## src/include/ray_box_consts.svh

```systemverilog
`ifndef RAY_BOX_CONSTS_SVH
`define RAY_BOX_CONSTS_SVH

////////////////////////////////////////////////////////////////////////////
// fixed-point formats
////////////////////////////////////////////////////////////////////////////

// origin and box corners, signed Q8.8
`define COORD_W 16

// fraction bits in a coordinate and in a reciprocal
`define FRAC_W 8

// reciprocal direction, signed Q8.8
`define RECIP_W 16

////////////////////////////////////////////////////////////////////////////
// pipeline latencies in cycles
////////////////////////////////////////////////////////////////////////////

`define AXIS_LAT 3 // subtract, multiply, order
`define MERGE_LAT 2 // max/min, decide

`endif

```

## src/rtl/ray_box_pkg.sv

```systemverilog
`include "ray_box_consts.svh"

package ray_box_pkg;

	////////////////////////////////////////////////////////////////////////////
	// widths
	////////////////////////////////////////////////////////////////////////////

	localparam int DIFF_W = `COORD_W + 1; // face minus origin never overflows
	localparam int TVAL_W = DIFF_W + `RECIP_W; // full product, Q17.16

	////////////////////////////////////////////////////////////////////////////
	// types
	////////////////////////////////////////////////////////////////////////////

	typedef logic signed [`COORD_W-1:0] coord_t; // Q8.8
	typedef logic signed [`RECIP_W-1:0] recip_t; // Q8.8
	typedef logic signed [DIFF_W-1:0] diff_t; // Q9.8
	typedef logic signed [TVAL_W-1:0] tval_t; // Q17.16

	// unbounded interval ends, used by a parallel axis
	localparam tval_t T_NEG_INF = {1'b1, {(TVAL_W-1){1'b0}}};
	localparam tval_t T_POS_INF = {1'b0, {(TVAL_W-1){1'b1}}};

endpackage

```

## src/rtl/delay_line.sv

```systemverilog
module delay_line #(
	parameter type T = logic,
	parameter int DEPTH = 1
) (
	input logic clk,
	input logic rst,
	input T d,
	output T q
);

	T stage [DEPTH]; // stage[0] is the first register

	always_ff @(posedge clk or posedge rst) begin
		if (rst) begin
			for (int i = 0; i < DEPTH; i++) begin
				stage[i] <= '0;
			end
		end else begin
			stage[0] <= d;
			for (int i = 1; i < DEPTH; i++) begin
				stage[i] <= stage[i-1]; // shift along the chain
			end
		end
	end

	assign q = stage[DEPTH-1];

endmodule

```

## src/rtl/slab_axis.sv

```systemverilog
module slab_axis (
	input logic clk,
	input logic rst,
	input ray_box_pkg::coord_t org,
	input ray_box_pkg::coord_t lo,
	input ray_box_pkg::coord_t hi,
	input ray_box_pkg::recip_t inv,
	input logic par,
	output ray_box_pkg::tval_t t_enter,
	output ray_box_pkg::tval_t t_exit,
	output logic axis_miss
);

	import ray_box_pkg::*;

	// stage 1
	diff_t diff_lo_s1; // lo - org
	diff_t diff_hi_s1; // hi - org
	recip_t inv_s1;
	logic outside; // org not within [lo, hi]

	// stage 2
	tval_t prod_lo_s2;
	tval_t prod_hi_s2;
	logic inv_neg_s2; // ray runs towards -axis
	logic [1:0] flags_s2; // {par, outside}

	////////////////////////////////////////////////////////////////////////////
	// stage 1: face offsets and origin range check
	////////////////////////////////////////////////////////////////////////////

	assign outside = (org < lo) || (org > hi);

	always_ff @(posedge clk) begin
		diff_lo_s1 <= diff_t'(lo) - diff_t'(org); // exact in 17 bits
		diff_hi_s1 <= diff_t'(hi) - diff_t'(org);
	end

	delay_line #(
		.T(recip_t),
		.DEPTH(1)
	) u_inv_dly (
		.clk(clk),
		.rst(rst),
		.d(inv),
		.q(inv_s1)
	);

	// flags ride along until the ordering stage
	delay_line #(
		.T(logic [1:0]),
		.DEPTH(2)
	) u_flag_dly (
		.clk(clk),
		.rst(rst),
		.d({par, outside}),
		.q(flags_s2)
	);

	////////////////////////////////////////////////////////////////////////////
	// stage 2: scale by reciprocal direction
	////////////////////////////////////////////////////////////////////////////

	always_ff @(posedge clk) begin
		prod_lo_s2 <= tval_t'(diff_lo_s1) * tval_t'(inv_s1); // Q17.16, no rounding
		prod_hi_s2 <= tval_t'(diff_hi_s1) * tval_t'(inv_s1);
		inv_neg_s2 <= inv_s1[$bits(recip_t)-1];
	end

	////////////////////////////////////////////////////////////////////////////
	// stage 3: order into entry and exit
	////////////////////////////////////////////////////////////////////////////

	always_ff @(posedge clk) begin
		if (flags_s2[1]) begin
			// parallel axis never limits the interval, it can only reject
			t_enter <= T_NEG_INF;
			t_exit <= T_POS_INF;
			axis_miss <= flags_s2[0];
		end else if (inv_neg_s2) begin
			t_enter <= prod_hi_s2; // hi face is met first
			t_exit <= prod_lo_s2;
			axis_miss <= 1'b0;
		end else begin
			t_enter <= prod_lo_s2;
			t_exit <= prod_hi_s2;
			axis_miss <= 1'b0;
		end
	end

endmodule

```

## config.mk

```make
export PLATFORM = sky130hd
export DESIGN_NAME = slab_axis
export DESIGN_NICKNAME = d
export VERILOG_FILES = /design/src/rtl/ray_box_pkg.sv /design/src/rtl/delay_line.sv /design/src/rtl/slab_axis.sv
export VERILOG_INCLUDE_DIRS = /design/src /design/src/include
export SDC_FILE = /design/constraint.sdc
export NUM_CORES = 2
export LEC_CHECK = 0
export BUFFER_PORTS_ARGS = -buffer_cell sky130_fd_sc_hd__buf_2
export CORE_MARGIN = 2
export CORE_UTILIZATION = 30
export CTS_CLUSTER_DIAMETER = 120
export CTS_CLUSTER_SIZE = 30
export DETAILED_ROUTE_END_ITERATION = 8
export PLACE_DENSITY = 0.53
export SETUP_SLACK_MARGIN = 0.2
export SLEW_MARGIN = 15
export SYNTH_ARGS = -nofsm -noshare
export SYNTH_HDL_FRONTEND = slang
export SYNTH_SLANG_ARGS = --single-unit
```

## constraint.sdc

```tcl
create_clock -name clk -period 8.04 [get_ports clk]
set_clock_uncertainty 0.05 [all_clocks]
set_input_delay 0.804 -clock clk [delete_from_list [all_inputs] [get_ports clk]]
set_output_delay 0.804 -clock clk [all_outputs]
set_load 0.1 [all_outputs]
```

== After elaboration in Yosys (flattened, before gate mapping) ==
Cells that the tools add are included.
Widths: inputs -> output; s select.

* Add/subtract/negate cells: 2
* $mul: 2
* Order comparisons: 2
* Muxes and demuxes: 2
* Reductions and logical operators: 1

{| class="wikitable"
|+ Operators by type and width
! cell !! count
|-
| $mul 17x16->33 || 2
|-
| $mux 33 || 2
|-
| $sub 16x16->17 || 2
|-
| $gt 16x16->1 || 1
|-
| $lt 16x16->1 || 1
|-
| $logic_or 1x1->1 || 1
|}

* Flip-flop bits (word level): 188
* Bits of input ports: 67
* Output and inout bits: 67
* Word-level logic and storage cells: 20

== Depth between registers and ports, before layout ==
* Depth in word-level cells: 2
* Mapped depth: 24
* Depth with buffers taken out: 21

== Cells and area by module ==
Synthesis repeated with hierarchy kept, for this count alone.

* Cell total of the unflattened synthesis: 2842
* Area, all modules: 27005.9 um2

{| class="wikitable"
|+ Modules (own cells, without submodules)
! module !! times used !! cells an instance !! area an instance (um2) !! sequential area each (um2)
|-
| slab_axis || 1 || 2818 || 26482.9 || 3363.2
|-
| delay_line (u_inv_dly) || 1 || 17 || 404.1 || 400.4
|-
| delay_line (u_flag_dly) || 1 || 7 || 118.9 || 100.1
|}

== Worst setup path after synthesis ==
Ideal clock, no wire load.

* Path kind: reg2reg
* Start: register u_inv_dly.stage, in the netlist u_inv_dly.q[7]
* End: register prod_lo_s2[31]
* Setup time: 95 ps
* Arrival time: 6052 ps
* Data required time: 7895 ps
* Path slack: 1842 ps
* Cell stages (with the launch flop): 24
* Buffers on the path: 2
* Period minus slack after synthesis: 6198 ps
* Path through: dfrtp_1 > clkbuf_1 > clkbuf_1 > nand2_1 > fa_1 > inv_1 > fa_1 > inv_1 > fa_1 > inv_1 > fa_1 > fa_1 > inv_1 > fa_1 > inv_1 > ha_1 > a21oi_1 > o21ai_0 > a41oi_1 > o31ai_2 > o31a_1 > o41ai_4 > or4b_1 > o311ai_1

* Cells in the longest elaborated chain, start to end: 1

{| class="wikitable"
|+ Ends and longest elaborated chain
! item !! RTL line !! text
|-
| start, declared || delay_line.sv:11 || <nowiki>T stage [DEPTH];</nowiki>
|-
| start signal, assigned by index || delay_line.sv:21 || <nowiki>stage[i] <= stage[i-1];</nowiki>
|-
| $mul 17x16->33 || slab_axis.sv:65 || <nowiki>prod_lo_s2 <= tval_t'(diff_lo_s1) * tval_t'(inv_s1);</nowiki>
|-
| end signal, assigned || slab_axis.sv:65 ||
|-
| end, declared || slab_axis.sv:23 || <nowiki>tval_t prod_lo_s2;</nowiki>
|}

No other way between the ends.
A chain may end at the register's enable or synchronous reset.

== Worst setup path in the final report ==
* Start: register u_inv_dly.stage, in the netlist u_inv_dly.q[6]
* End: register prod_lo_s2[32]

The elaborated chain is that of the path after synthesis.

==> results_dict.tcl <==
set metrics [dict create \
    worst_setup_path_end_kind "register" \
    rows 110 \
    path_class "register to register" \
    grt_start_max_net_pins 65 \
    start_util_pct 30.2 \
    r2r_slack_ns 0.98 \
    start_kind "register" \
    layout.nets 3760 \
    cts_buffers 17 \
    setup_viol 0 \
    tightest_slew_ns 1.15 \
    path_max_fanout 19 \
    required_ns 8.36 \
    dp_hpwl_mm 55.0 \
    area_growth_pct 9.94 \
    dr.pass1.iters 6 \
    r2r_end "prod_lo_s2[32]" \
    first_iter_violations 789 \
    max_cap_viol_count 0 \
    finalSetupTns_ns 0 \
    die_h_um 304 \
    vias_per_cell 4.51 \
    antenna_left 0 \
    ys_ff_latch 188 \
    clock_latency_ns 0.48 \
    ys.flop_type "dfxtp_1" \
    relSlewSlack_pct 23.4 \
    post-route-util_pct 33.2 \
    crit_start "u_inv_dly.q[6]" \
    cp.arrival_ns 7.39 \
    cts_setup_buffers 0 \
    fmax_mhz 142 \
    finalMaxSlewViolations 0 \
    worst_r2r_startpoint "u_inv_dly.q[6]" \
    antenna_found_initial 2 \
    port-buffer-count 133 \
    rsz0062_at_grt "false" \
    hold_buffers 0 \
    ios 134 \
    synthCells 2849 \
    place_inst 4094 \
    globalRouteOverflowTotal 0 \
    fillers 9431 \
    outcome "finished clean" \
    synthArstFlopShare_pct 10.6 \
    cts_max_level 4 \
    ys_types 65 \
    cts_root_buffer "clkbuf_16" \
    ctsResizeCount 0 \
    wl_per_cell_um 15.9 \
    fin_cells 4126 \
    grt_pass1_wl_mm 111 \
    cp-endpoint "prod_lo_s2[32]" \
    syn_avg_cell_area_um2 9.50 \
    hold_viol_final 0 \
    wirelength_mm 65.7 \
    antenna_cells 0 \
    dieArea_um2 92600 \
    yosys_warnings 0 \
    coreArea_um2 89700 \
    vias 18600 \
    die_width_um 304 \
    drc_errors 0 \
    cts_tree "done" \
    seq_area_frac_synth_pct 14.3 \
    min_period_over_period_pct 87.9 \
    hp-class "input port to asynchronous set/reset pin" \
    reg2reg_depth 20 \
    mappedNetlistArea_um2 27100 \
    layout-drive-gt1-share_pct 7.73 \
    syn_nets 3672 \
    grt_pass1_vias 20800 \
    grt_usage_pct 15.3 \
    min_period_ns 7.06 \
    cts_sinks 188 \
    clock_path_buffers 2 \
    path_clk_slew_ns 0.08 \
    place.gp.congestion 0.830 \
    synth-edff-count 0 \
]
-- worst min-delay path by stage --
stage,slack (ns),from,to,depth (start not counted)
2_1_floorplan,0.28,u_flag_dly.stage[2],u_flag_dly.q[0],0
3_3_place_gp,0.28,u_flag_dly.stage[3],u_flag_dly.q[1],0
3_5_place_dp,0.29,u_flag_dly.stage[3],u_flag_dly.q[1],0
4_1_cts,0.08,rst,u_inv_dly.q[0],2
5_1_grt,0.12,rst,u_inv_dly.q[0],2
6_report,0.12,rst,u_inv_dly.q[0],2
-- cells in the final DEF, fill, tap and decap left out, types with 32 or more instances in the layout --
cell type / count
a211o_1: 37
nand2_1: 292
a21oi_1: 63
nor2_1: 110
and2_1: 263
xnor2_1: 70
mux2i_1: 33
fa_1: 554
buf_2: 133
buf_4: 41
o21ai_0: 32
inv_1: 638
nor2b_1: 45
ha_1: 202
dfxtp_1: 167
-- Yosys cell counts (17+ instances only) --
master	count	area, um2
a21oi_1	63	315
inv_1	638	2390
a21o_1	20	150
xor2_1	20	175
mux2i_1	33	330
ha_1	202	2530
and2_1	263	1650
xnor2_1	70	613
nand2b_1	18	113
o21ai_0	32	160
dfrtp_1	20	500
nor2_1	110	413
a211o_1	37	324
nor3_1	17	85.1
nand2_1	292	1100
fa_1	554	11100
nor2b_1	45	282
clkbuf_1	101	379
dfxtp_1	168	3360
-- cell type report --
type	count	area (um2)	area share, %
clock inverters	14	164	0.551
multi-input cells	1915	20400	68.6
flip-flops and latches	188	3870	13.0
clock buffers	18	439	1.48
well taps	1176	1470	4.95
inverters	639	2400	8.06
repair buffers	176	1010	3.41
-- critical path, stage by stage (launching register included) --
cell       delay (ns)
dfrtp_1          0.97
buf_4            0.34
nand2_1          0.08
fa_1             0.50
inv_1            0.07
fa_1             0.80
fa_1             0.53
fa_1             0.51
fa_1             0.49
inv_1            0.05
fa_1             0.47
inv_1            0.04
ha_1             0.35
and2_1           0.22
nand3_1          0.11
nor2_1           0.14
nand3_1          0.11
a2bb2oi_2        0.18
a311oi_1         0.58
a211oi_1         0.19
xnor2_1          0.16
-- metal layers --
| layer | GRT usage, % | part of all wire, % |
|---|---|---|
| met5 | 0 | 0.020 |
| met4 | 5.40 | 3.3 |
| met3 | 1.72 | 2.6 |
| met2 | 28.8 | 53 |
| met1 | 17.9 | 41 |
-- logic make-up after synthesis --
kind of cell	Yosys count	share of synthesized area, %
and+or+nand+nor	792	14.5
adders and majority gates	756	50.3
buffers and inverters	746	10.3
AOI/OAI and AO/OA	243	6.36
DFF	188	14.3
xor gates and xnor gates	90	2.91
muxes	34	1.26
-- state kept, by name, indices dropped and copies added (netlist names), 2 cells and up --
name	flops
prod_hi_s2	33
prod_lo_s2	33
t_enter	33
t_exit	33
diff_hi_s1	17
diff_lo_s1	17
u_inv_dly.q	16
u_flag_dly.q	2
u_flag_dly.stage	2
-- metrics by stage --
step | worst slack (ns) | instance area [um2] | hold slack (ns)
6_report | 0.976 | 29800 | 0.121
5_1_grt | 0.509 | 29800 | 0.118
4_1_cts | 0.990 | 29800 | 0.0815
3_5_place_dp | 1.04 | 29200 | 0.286
3_3_place_gp | 1.08 | 29200 | 0.283
2_1_floorplan | 1.84 | 27100 | 0.281
Power is not shown: default switching activity piles up to over one toggle a cycle in this logic, so the estimate is an artifact.
