<file path="src/include/ray_box_consts.svh">
`ifndef RAY_BOX_CONSTS_SVH
`define RAY_BOX_CONSTS_SVH

////////////////////////////////////////////////////////////////////////////
// fixed-point formats
////////////////////////////////////////////////////////////////////////////

// origin and box corners, signed Q8.8
`define COORD_W 16

// fraction bits in a coordinate and in a reciprocal
`define FRAC_W 8

// reciprocal direction, signed Q8.8
`define RECIP_W 16

////////////////////////////////////////////////////////////////////////////
// pipeline latencies in cycles
////////////////////////////////////////////////////////////////////////////

`define AXIS_LAT 3 // subtract, multiply, order
`define MERGE_LAT 2 // max/min, decide

`endif

</file>
<file path="src/rtl/ray_box_pkg.sv">
`include "ray_box_consts.svh"

package ray_box_pkg;

	////////////////////////////////////////////////////////////////////////////
	// widths
	////////////////////////////////////////////////////////////////////////////

	localparam int DIFF_W = `COORD_W + 1; // face minus origin never overflows
	localparam int TVAL_W = DIFF_W + `RECIP_W; // full product, Q17.16

	////////////////////////////////////////////////////////////////////////////
	// types
	////////////////////////////////////////////////////////////////////////////

	typedef logic signed [`COORD_W-1:0] coord_t; // Q8.8
	typedef logic signed [`RECIP_W-1:0] recip_t; // Q8.8
	typedef logic signed [DIFF_W-1:0] diff_t; // Q9.8
	typedef logic signed [TVAL_W-1:0] tval_t; // Q17.16

	// unbounded interval ends, used by a parallel axis
	localparam tval_t T_NEG_INF = {1'b1, {(TVAL_W-1){1'b0}}};
	localparam tval_t T_POS_INF = {1'b0, {(TVAL_W-1){1'b1}}};

endpackage

</file>
<file path="src/rtl/interval_merge.sv">
module interval_merge (
	input logic clk,
	input logic rst,
	input logic slab_valid,
	input ray_box_pkg::tval_t enter_x,
	input ray_box_pkg::tval_t enter_y,
	input ray_box_pkg::tval_t enter_z,
	input ray_box_pkg::tval_t exit_x,
	input ray_box_pkg::tval_t exit_y,
	input ray_box_pkg::tval_t exit_z,
	input logic miss_x,
	input logic miss_y,
	input logic miss_z,
	output logic hit_valid,
	output logic hit,
	output ray_box_pkg::tval_t t_near,
	output ray_box_pkg::tval_t t_far
);

	import ray_box_pkg::*;

	tval_t near_s1; // largest entry
	tval_t far_s1; // smallest exit
	logic miss_s1;
	logic valid_s1;

	function automatic tval_t max3(input tval_t a, input tval_t b, input tval_t c);
		tval_t m;
		m = (a > b) ? a : b;
		return (m > c) ? m : c;
	endfunction

	function automatic tval_t min3(input tval_t a, input tval_t b, input tval_t c);
		tval_t m;
		m = (a < b) ? a : b;
		return (m < c) ? m : c;
	endfunction

	////////////////////////////////////////////////////////////////////////////
	// stage 1: intersect the three slabs
	////////////////////////////////////////////////////////////////////////////

	always_ff @(posedge clk) begin
		near_s1 <= max3(enter_x, enter_y, enter_z);
		far_s1 <= min3(exit_x, exit_y, exit_z);
		miss_s1 <= miss_x | miss_y | miss_z; // any parallel axis outside
	end

	always_ff @(posedge clk or posedge rst) begin
		if (rst) begin
			valid_s1 <= 1'b0;
			hit_valid <= 1'b0;
		end else begin
			valid_s1 <= slab_valid;
			hit_valid <= valid_s1;
		end
	end

	////////////////////////////////////////////////////////////////////////////
	// stage 2: hit decision
	////////////////////////////////////////////////////////////////////////////

	always_ff @(posedge clk) begin
		// box must be in front of the origin, not only overlapping
		hit <= !miss_s1 && (near_s1 <= far_s1) && (far_s1 > 0);
		t_near <= near_s1;
		t_far <= far_s1;
	end

endmodule

</file>
<file path="config.mk">
export PLATFORM = sky130hd
export DESIGN_NAME = interval_merge
export DESIGN_NICKNAME = d
export VERILOG_FILES = /design/src/rtl/ray_box_pkg.sv /design/src/rtl/interval_merge.sv
export VERILOG_INCLUDE_DIRS = /design/src /design/src/include
export SDC_FILE = /design/constraint.sdc
export NUM_CORES = 1
export LEC_CHECK = 0
export BUFFER_PORTS_ARGS = -buffer_cell sky130_fd_sc_hd__buf_2
export CORE_MARGIN = 10
export CORE_UTILIZATION = 39
export DETAILED_ROUTE_END_ITERATION = 8
export HOLD_SLACK_MARGIN = 0.06
export PLACE_DENSITY = 0.61
export SYNTH_ARGS = -nofsm -noshare
export SYNTH_HDL_FRONTEND = slang
export SYNTH_SLANG_ARGS = --single-unit
export TNS_END_PERCENT = 1
</file>
<file path="constraint.sdc">
create_clock -name clk -period 3.7 [get_ports clk]
set_input_delay 0.555 -clock clk [delete_from_list [all_inputs] [get_ports clk]]
set_output_delay 0.555 -clock clk [all_outputs]
set_load 0.02 [all_outputs]
</file>
### Yosys cells after proc, flatten, opt, wreduce, memory -nomap -nowiden

Cells that the tools add are included.

* register bits: 136
* input bits: 204
* output and inout port bits: 68
* word-level logic and storage cells: 23

* multiplexer cells: 4
* bitwise logic cells: 2
* order comparisons: 6
* reductions and logical operators: 3

Operator list (count)
* $mux W33: 4
* $gt A33 B33 Y1: 2
* $lt A33 B33 Y1: 2
* $gt A33 B1 Y1 const B: 1
* $le A33 B33 Y1: 1
* $logic_and A1 B1 Y1: 2
* $or A1 B1 Y1: 2
* $logic_not A1 Y1: 1

### Depth between registers and ports, before layout

Gate-level depths: netlist (run 1).

* depth after elaboration: 4
* mapped depth: 23
* mapped depth without buffers: 20

### Worst setup path before layout (run 1)

No wires, ideal clock.

* path type: input to register
* start point: input enter_y[26]
* end point: register near_s1[23]
* required time: 3579 ps
* path buffers: 2
* setup slack: -1266 ps
* library setup time: 121 ps
* arrival: 4845 ps
* cell stages on the path: 22
* path through: inv_1 -> ha_1 -> a21o_1 -> a21o_1 -> a21o_1 -> a211oi_1 -> o21a_1 -> o221ai_1 -> a31oi_2 -> buf_2 -> mux2_2 -> ha_1 -> nor2b_1 -> o21ai_0 -> nand2b_1 -> a21oi_1 -> o21ai_1 -> a2111oi_0 -> o21ai_0 -> a41oi_2 -> buf_2 -> mux2_2

* cells in the longest elaborated chain, start to end: 4

RTL lines
* start, declared: RTL line interval_merge.sv:6 `input ray_box_pkg::tval_t enter_y,`
* $gt A33 B33 Y1: RTL line interval_merge.sv:29 `m = (a > b) ? a : b;`
* $mux W33 (*): RTL line interval_merge.sv:29
* $gt A33 B33 Y1: RTL line interval_merge.sv:30 `return (m > c) ? m : c;`
* $mux W33 (*): RTL line interval_merge.sv:30
* end signal, assigned: RTL line interval_merge.sv:44 `near_s1 <= max3(enter_x, enter_y, enter_z);`
* end, declared: RTL line interval_merge.sv:22 `tval_t near_s1;`

Mark *: on every way between the ends. The rest lies on a longest branch, timed or not.

### Final worst setup path (run 1)

* start point: input exit_y[3]
* end point: register far_s1[25]

* cells in the longest elaborated chain, start to end: 4

RTL lines
* start, declared: RTL line interval_merge.sv:9 `input ray_box_pkg::tval_t exit_y,`
* $lt A33 B33 Y1: RTL line interval_merge.sv:35 `m = (a < b) ? a : b;`
* $mux W33 (*): RTL line interval_merge.sv:35
* $lt A33 B33 Y1: RTL line interval_merge.sv:36 `return (m < c) ? m : c;`
* $mux W33 (*): RTL line interval_merge.sv:36
* end signal, assigned: RTL line interval_merge.sv:45 `far_s1 <= min3(exit_x, exit_y, exit_z);`
* end, declared: RTL line interval_merge.sv:23 `tval_t far_s1;`

Marks and branches as above.

==> results of run 1 <==
==> cell families after synthesis <==
group | count (synthesis)
buffers and inverters | 186
AOI/OAI and AO/OA | 178
adders and majority gates | 163
and+or+nand+nor | 160
muxes | 101
DFF | 136
xor gates and xnor gates | 2
==> metrics by stage <==
stage          area (sq um)  power, mW
2_1_floorplan          8970       4.06
3_3_place_gp          11400       5.13
3_5_place_dp          11400       5.16
4_1_cts               12800       7.37
5_1_grt               13000       7.85
6_report              13000       7.36
==> critical path: stages <==
cell,delay (ns)
buf_2,0.09
inv_2,0.04
ha_1,0.28
o21ai_1,0.13
o221ai_1,0.14
a211oi_2,0.28
o21ai_2,0.13
a31oi_4,0.25
xnor2_4,0.17
buf_6,0.15
buf_12,0.13
buf_6,0.12
nand2_4,0.05
o21ai_4,0.06
ha_1,0.26
and3_4,0.19
nand4_1,0.10
o21ai_1,0.08
a211o_1,0.33
a211oi_2,0.24
nor4b_4,0.24
mux2i_2,0.12
o211ai_4,0.12
buf_12,0.17
buf_12,0.14
mux2_4,0.30
==> cell type report <==
| type | count | area (sq um) | share of cell area (%) |
|---|---|---|---|
| repair buffers | 410 | 2760 | 21.2 |
| multi-input cells | 604 | 5910 | 45.4 |
| diodes | 1 | 2.50 | 0.0192 |
| flip-flops and latches | 136 | 2730 | 21.0 |
| clock inverters | 8 | 120 | 0.923 |
| clock buffers | 24 | 482 | 3.70 |
| well taps | 280 | 350 | 2.69 |
| inverters | 170 | 658 | 5.05 |
==> registers in the layout (all words and copies together), names as in the netlist <==
signal,cells
hit_valid,1
t_near,33
valid_s1,1
far_s1,33
miss_s1,1
t_far,33
hit,1
near_s1,33
==> placed cells by master (no fill, tap or decap), types with 9 or more instances in the layout <==
cell type	Yosys	layout
buf_2	12	261
inv_1	170	159
ha_1	163	143
dfxtp_1	134	134
buf_4	0	111
nand2_1	60	52
mux2_4	29	51
mux2_2	66	45
a21oi_1	41	32
o21ai_0	59	30
a21o_1	30	30
nand4_1	25	25
nor2_1	20	20
ha_4	0	17
clkbuf_16	0	17
buf_6	3	16
nor4_1	18	15
o21ai_2	0	14
o21ai_1	2	12
buf_12	0	11
o21a_1	10	10
a21oi_2	0	9
==> path summary, 6_finish.rpt <==
path	cells past startpoint	startpoint	endpoint
setup / recovery	26	exit_y[3]	far_s1[25]$_DFF_P_
hold / removal	1	slab_valid	valid_s1$_DFF_PP0_
setup reg to reg	10	far_s1[14]$_DFF_P_	hit$_DFF_P_
hold reg to reg	0	near_s1[3]$_DFF_P_	t_near[3]$_DFF_P_
max in group asynchronous	3	rst	hit_valid$_DFF_PP0_
min in group asynchronous	3	rst	valid_s1$_DFF_PP0_
==> power by group through the flow <==
stage / clock network (mW) / registers, mW / logic, mW
after floorplan: 0 / 2.44 / 1.62
final: 1.70 / 2.25 / 3.42
after global routing: 1.80 / 2.30 / 3.75
after global placement: 0 / 2.29 / 2.84
after detailed placement: 0 / 2.28 / 2.89
after CTS: 1.74 / 2.26 / 3.37
==> per-layer routing <==
metal / wire (um) / share of wire (%) / up-vias
met4: 172 / 0.62 / 2
li1: - / - / 4078
met5: 7 / 0.025 / -
met2: 13600 / 49 / 200
met1: 12000 / 43 / 3663
met3: 1970 / 7.1 / 19
==> timing repair <==
item / CTS / global route
endpoints found under the hold margin: 2 / 0
endpoints found under the setup margin: 66 / 66
buffers inserted: 19 / 6
pin swaps: 49 / 32
hold buffers: 1 / 0
gates cloned: 7 / 0
gates resized for setup: 117 / 41
==> metrics, run 1 <==
Slew headroom 49.4%; Post-Layout Cell Count 1633; routed via count 7962; hold slack 0.252 ns; post-synthesis cell area 8700 sq um; top post-synthesis cells by area dfxtp_1 31%, ha_1 23%, mux2_2 8.5%, inv_1 7.3%, mux2_4 5.0%; CTS max path bufs 2; Hold Path Class in -> reg; clk_skew 0.00799 ns; Layout Utilization 59.5%; sequential fraction of the synthesis area 31.4%; Port Buffers 271; Worst Path Max Fanout 8; Area Growth Syn to Fin 49.7%; Yosys top cell area share 30.8%; H-Tree Depth 4; post-synth net total 1293; Total GRT Usage 18.5%; Placeable Area 21900 sq um; maxcap violations 0; CTS clk-pin slew, worst paths 0.06 ns; DRT Pass-1 Iters 4; combinational power share 46.4%; I/O pin count 272; Hold Vio Cnt, Final 0; gr ovfl total 0; clk sinks 136; Die X 169 um; Starting Density 39.7%; DP Cell Count 1570; Fillers 1949; Setup CP Type in -> reg; initial antenna violation count 3; Detailed Route WL 27700 um; most frequent cell after synthesis inv_1; main flop type after synthesis dfxtp_1; clock latency on the worst-skew pair 0.41 ns; Seq pwr share 30.5%; Place WS -1.73 ns; Synth cell types 47; root buf cell clkbuf_16; Lkg Pwr 6.93 nW; post-route clock period utilization 124%; gr busiest metal met2; Post-synth ARST share 1.47%; Psw 2.54 mW; Tmin final 4.60 ns; vias in the first global route 8431; largest family of logic cells by synthesized area adder cells; Setup WS post-layout -0.897 ns; gpl congestion 0.835; Synth Area in Compound Gates 12.9%; Nets 1706; DR iter-0 viols 332; DRC errors left 0; mux cell area share after synthesis 14.3%; Setup TNS Final -53.67 ns; dominant cell type by area after synthesis dfxtp_1; Die ar. 28700 sq um; vias per cell 4.88; largest net degree at the start of global routing 20; routed length per placed instance 16.9 um; first-pass GRT wire length 42800 um; status finished with violations; Post-Syn Instances 926; chip height 169 um; Syn. warnings 0; antenna viol nets, final 0; worst vdd ir 0.435 mV; flip-flop and latch count after synthesis 136; most frequent cells after synthesis 170 x inv_1, 163 x ha_1, 134 x dfxtp_1; num rows 54; Post-synth EDFFs 0; dpl hpwl 22400 um; Sw Ratio 34.5%; P_int 4.82 mW; final setup fails 66; max frequency 0.218 GHz; Slew @ Worst Pin 0.740 ns; max-slew violations 0; PwrDens 566 nW/um^2; CTS tree yes; Synth Area in Simple Gates 9.22%; layout cell share with drive strength beyond 1 46.7%; RSZ-0062 raised after global routing yes; CTS Buf Count 17; post-synthesis xor/xnor area fraction 0.288%; reg2reg setup slack 0.81 ns; syn_area_per_cell 9.39 sq um; clock network power share 23.1%; GR met1 Demand/Resource 22.4%; Startpoint Class input port; GRT met3 Usage 5.77%; worst path required time 3.99 ns; Synth Area in Adders 23.4%; GRT met2 Usage 32.0%; CP arrival 4.89 ns; failing checks negative setup slack; critical path endpoint category flop
Power figures use the tool's default switching activity.
==> run 2: changes to the inputs <==
Settings changed: REMOVE_ABC_BUFFERS set to 1.
==> metrics, run 2 (synthesis results as in run 1) <==
root buf cell clkbuf_16 (unchanged); worst path required time 4.00 ns (was 3.99 ns); maxcap violations 0 (unchanged); H-Tree Depth 4 (unchanged); dpl hpwl 23300 um (was 22400 um); Worst Path Max Fanout 5 (was 8); Starting Density 39.7% (unchanged); final setup fails 66 (unchanged); Place WS -1.91 ns (was -1.73 ns); antenna viol nets, final 0 (unchanged); clock latency on the worst-skew pair 0.41 ns (about the same); Placeable Area 21900 sq um (unchanged); routed via count 8026 (was 7962); failing checks negative setup slack (unchanged); Post-Layout Cell Count 1637 (was 1633); hold slack 0.252 ns (about the same); Hold Vio Cnt, Final 0 (unchanged); DRT Pass-1 Iters 4 (unchanged); Nets 1712 (was 1706); Slew headroom 49.6% (was 49.4%); critical path endpoint category flop (unchanged); Tmin final 4.73 ns (was 4.60 ns); max-slew violations 0 (unchanged); vias in the first global route 8696 (was 8431); cell mode on critical path a21o_1 (was buf_12); Die X 169 um (unchanged); Hold Crit Start slab_valid (unchanged); layout cell share with drive strength beyond 1 45.7% (was 46.7%); Slew @ Worst Pin 0.749 ns (was 0.740 ns); RSZ-0062 raised after global routing yes (unchanged); PwrDens 561 nW/um^2 (was 566 nW/um^2); chip height 169 um (unchanged); Area Growth Syn to Fin 49.9% (was 49.7%); DP Cell Count 1578 (was 1570); R2R cell count 10 (unchanged); CP arrival 5.02 ns (was 4.89 ns); Tot Pwr 7.31 mW (was 7.36 mW); CTS tree yes (unchanged); Detailed Route WL 28800 um (was 27700 um); Setup TNS Final -60.91 ns (was -53.67 ns); Die ar. 28700 sq um (unchanged); r2r endpoint hit$_DFF_P_ (unchanged); largest net degree at the start of global routing 21 (was 20); Total GRT Usage 19.6% (was 18.5%); gr ovfl total 0 (unchanged); CTS max path bufs 2 (unchanged); ant diodes 0 (was 1); worst vdd ir 0.270 mV (was 0.435 mV); DR iter-0 viols 264 (was 332); Crit-path slowest cell or3_4 (was a211o_1); reg2reg setup slack 1.14 ns (was 0.81 ns); CTS clk-pin slew, worst paths 0.05 ns (was 0.06 ns); post-route clock period utilization 128% (was 124%); I/O pin count 272 (unchanged); Startpoint Class input port (unchanged); most frequent cells in the layout 261 x buf_2, 160 x inv_1, 140 x ha_1, 134 x dfxtp_1, 116 x buf_4 (was 261 x buf_2, 159 x inv_1, 143 x ha_1, 134 x dfxtp_1, 111 x buf_4); status finished with violations (unchanged); initial antenna violation count 0 (was 3); Lkg Pwr 6.95 nW (was 6.93 nW); Hold Path Class in -> reg (unchanged); Fillers 1900 (was 1949); hold path depth 1 (unchanged); num rows 54 (unchanged); routed length per placed instance 17.6 um (was 16.9 um); Setup CP Type in -> reg (unchanged); r2r startpoint far_s1[14]$_DFF_P_ (unchanged); Port Buffers 271 (unchanged); worst path cell trace buf_2, ha_4, a21o_1, a21o_1, a21o_1, a211oi_2, o21a_1, o221ai_2, a31oi_4, buf_6, buf_12, mux2_4, ha_4, nand4_1, or3_4, nor4_4, buf_4, a31oi_4, o21a_1, a41oi_4, buf_6, buf_8, buf_16, mux2_2; clk sinks 136 (unchanged); vias per cell 4.90 (was 4.88); CTS Buf Count 17 (unchanged); most common cell after layout, fill and taps aside buf_2 (unchanged); clk_skew 0.00557 ns (was 0.00799 ns); first-pass GRT wire length 44800 um (was 42800 um); gpl congestion 0.922 (was 0.835); DRC errors left 0 (unchanged); Worst path max stage delay 0.41 ns (was 0.33 ns); Setup WS post-layout -1.03 ns (was -0.897 ns); hold endpoint valid_s1$_DFF_PP0_ (unchanged); max frequency 0.212 GHz (was 0.218 GHz)
==> run 2: critical path: cells and delay by family <==
kind                       cells  cell delay [ns]
AOI/OAI and AO/OA             10             1.63
buffers and inverters          7             0.91
and+or+nand+nor                3             0.74
muxes                          2             0.64
adders and majority gates      2             0.50
==> run 2: layout make-up <==
cell class	count	area, sq um	area share, %
multi-input combinational	604	5950	45.6
timing repair buffer	416	2790	21.4
sequential	136	2730	21.0
inverter	170	641	4.91
clock buffer	24	492	3.77
tap	280	350	2.69
clock inverter	7	92.6	0.710
==> run 2: per-stage QoR <==
stage          cell area (sq um)  utilization, %
6_report                   13000            59.6
5_1_grt                    13000            59.6
4_1_cts                    12900            59.0
3_5_place_dp               11300            51.6
3_3_place_gp               11300            51.6
2_1_floorplan               8600               -
==> run 2: report_power, final <==
part | internal [mW] | switching [mW] | leakage [nW] | total [mW]
combinational | 1.75 | 1.63 | 5.52 | 3.39
sequential | 1.95 | 0.307 | 1.15 | 2.25
clock | 1.06 | 0.615 | 0.278 | 1.67
==> run 2: worst max-delay path by stage <==
stage	to	from	slack (ns)
CTS	near_s1[10]$_DFF_P_	enter_y[22]	-0.89
finish	near_s1[17]$_DFF_P_	enter_x[26]	-1.03
detailed placement	near_s1[18]$_DFF_P_	enter_x[22]	-1.91
global route	near_s1[17]$_DFF_P_	enter_y[26]	-1.14
floorplan	far_s1[1]$_DFF_P_	exit_y[32]	-2.73
global placement	near_s1[5]$_DFF_P_	enter_x[22]	-1.84
==> run 2: layer usage <==
layer | part of all wire (%) | GRT usage [%] | vias up
li1 | - | - | 4075
met1 | 43 | 22.9 | 3731
met2 | 50 | 35.2 | 202
met3 | 5.7 | 4.63 | 18
met4 | 1.1 | 4.54 | 0
met5 | 0 | 0 | -
==> run 2: what timing repair did <==
action / CTS / global route
hold buffers: 1 / 0
hold endpoints to repair: 2 / 0
setup buffers: 23 / 0
cloned: 7 / 0
resized for setup: 167 / 21
endpoints found under the setup margin: 66 / 66
pin swaps: 58 / 10
==> run 3: changes to the inputs <==
Settings changed: PLACE_DENSITY 0.61 to unset.
==> metrics, run 3 (synthesis results as in run 1) <==
status finished with violations (unchanged); failing checks negative setup slack (unchanged); Startpoint Class input port (unchanged); Area Growth Syn to Fin 49.4% (was 49.9%); CTS Buf Count 17 (unchanged); cell mode on critical path buf_12 (was a21o_1); max frequency 0.208 GHz (was 0.212 GHz); DP Cell Count 1576 (was 1578); Worst Path Max Fanout 10 (was 5); routed length per placed instance 17.5 um (was 17.6 um); post-route clock period utilization 130% (was 128%); Setup CP Type in -> reg (unchanged); final setup fails 66 (unchanged); root buf cell clkbuf_16 (unchanged); Final Instance Area 13000 sq um (about the same); RSZ-0062 raised after global routing yes (unchanged); gpl congestion 0.861 (was 0.922); CTS tree yes (unchanged); Die X 169 um (unchanged); Crit-path slowest cell a211oi_1 (was or3_4); Detailed Route WL 28700 um (was 28800 um); DRC errors left 0 (unchanged); Hold Path Class in -> reg (unchanged); r2r endpoint hit$_DFF_P_ (unchanged); PwrDens 570 nW/um^2 (was 561 nW/um^2); layout cell share with drive strength beyond 1 46.0% (was 45.7%); Setup WS post-layout -1.10 ns (was -1.03 ns); Slew headroom 63.5% (was 49.6%); Hold Crit Start slab_valid (unchanged); Placeable Area 21900 sq um (unchanged); Place WS -1.74 ns (was -1.91 ns); initial antenna violation count 1 (was 0); hold slack 0.242 ns (was 0.252 ns); maxcap violations 0 (unchanged); R2R cell count 9 (was 10); vias in the first global route 8510 (was 8696); Post-Layout Cell Count 1642 (was 1637); dpl hpwl 23100 um (was 23300 um); CTS max path bufs 2 (unchanged); first-pass GRT wire length 43800 um (was 44800 um); dpl cell area 11300 sq um (about the same); Tot Pwr 7.41 mW (was 7.31 mW); antenna viol nets, final 0 (unchanged); vias per cell 4.87 (was 4.90); hold endpoint valid_s1$_DFF_PP0_ (unchanged); num rows 54 (unchanged); gr ovfl total 0 (unchanged); hold path depth 1 (unchanged); r2r startpoint near_s1[14]$_DFF_P_ (was far_s1[14]$_DFF_P_); clk_skew 0.00772 ns (was 0.00557 ns); CP arrival 5.11 ns (was 5.02 ns); I/O pin count 272 (unchanged); Starting Density 39.7% (unchanged); Layout Utilization 59.4% (was 59.6%); most frequent cells in the layout 266 x buf_2, 161 x inv_1, 144 x ha_1, 134 x dfxtp_1, 117 x buf_4 (was 261 x buf_2, 160 x inv_1, 140 x ha_1, 134 x dfxtp_1, 116 x buf_4); Die ar. 28700 sq um (unchanged); Setup TNS Final -61.07 ns (was -60.91 ns); reg2reg setup slack 1.02 ns (was 1.14 ns); Tmin final 4.80 ns (was 4.73 ns); Nets 1715 (was 1712); Total GRT Usage 19.3% (was 19.6%); CTS clk-pin slew, worst paths 0.06 ns (was 0.05 ns); chip height 169 um (unchanged); Slew @ Worst Pin 0.534 ns (was 0.749 ns); worst path required time 4.01 ns (was 4.00 ns); H-Tree Depth 4 (unchanged); Port Buffers 271 (unchanged); most common cell after layout, fill and taps aside buf_2 (unchanged); max-slew violations 0 (unchanged); DR iter-0 viols 389 (was 264); critical path endpoint category flop (unchanged); clock latency on the worst-skew pair 0.42 ns (was 0.41 ns); Lkg Pwr 6.93 nW (was 6.95 nW); clk sinks 136 (unchanged); worst vdd ir 0.278 mV (was 0.270 mV); largest net degree at the start of global routing 18 (was 21); DRT Pass-1 Iters 4 (unchanged); Hold Vio Cnt, Final 0 (unchanged); routed via count 8002 (was 8026); Worst path max stage delay 0.34 ns (was 0.41 ns)
[run 3: cell types whose count changed in the layout (fill, tap and decap cells not counted), moves of 4 or more]
cell	previous run	this run
ha_4	23	18
buf_2	261	266
mux2_2	31	53
a21oi_2	6	11
mux2_4	64	43
o21ai_1	22	18
buf_6	22	11
buf_12	7	14
ha_1	140	144
a21oi_1	35	30
[run 3: worst max-delay path by stage]
| stage | start | slack (ns) | to |
|---|---|---|---|
| 2_1_floorplan | exit_y[32] | -2.73 | far_s1[1]$_DFF_P_ |
| 3_3_place_gp | exit_x[2] | -1.76 | far_s1[4]$_DFF_P_ |
| 3_5_place_dp | exit_x[2] | -1.74 | far_s1[4]$_DFF_P_ |
| 4_1_cts | exit_y[2] | -1.01 | far_s1[19]$_DFF_P_ |
| 5_1_grt | exit_y[12] | -1.36 | far_s1[27]$_DFF_P_ |
| 6_report | exit_y[26] | -1.10 | far_s1[28]$_DFF_P_ |
[run 3: worst max-delay path, delay by kind of cell]
kind                       cells  cell delay (ns)
muxes                          2             0.43
buffers and inverters          8             0.89
and+or+nand+nor                5             0.85
adders and majority gates      2             0.57
AOI/OAI and AO/OA              9             1.51
xor gates and xnor gates       1             0.27
[run 3: where the power goes]
| group | internal (mW) | total [mW] | switching [mW] |
|---|---|---|---|
| clock network | 1.04 | 1.69 | 0.642 |
| registers | 1.95 | 2.26 | 0.311 |
| logic | 1.82 | 3.46 | 1.64 |
[run 3: per-layer routing]
layer,global-route usage [%],vias up,routed length (um)
li1,-,4089,-
met1,22.4,3651,12300
met2,33.2,234,13900
met3,5.44,28,1940
met4,6.38,0,568
met5,0,-,0
[run 3: timing repair]
action | 4_1_cts | 5_1_grt
endpoints found under the hold margin | 2 | 0
cloned | 9 | 0
endpoints found under the setup margin | 66 | 66
resized for setup | 111 | 33
setup buffers | 23 | 0
hold buffers | 1 | 0
pin swaps | 57 | 9
[run 3: cell type report]
| class | count | area [sq um] |
|---|---|---|
| flip-flops and latches | 136 | 2730 |
| clock inverters | 11 | 121 |
| clock buffers | 21 | 470 |
| diodes | 1 | 2.50 |
| fillers | 1928 | 8900 |
| well taps | 280 | 350 |
| repair buffers | 419 | 2890 |
| multi-input cells | 604 | 5780 |
| inverters | 170 | 641 |
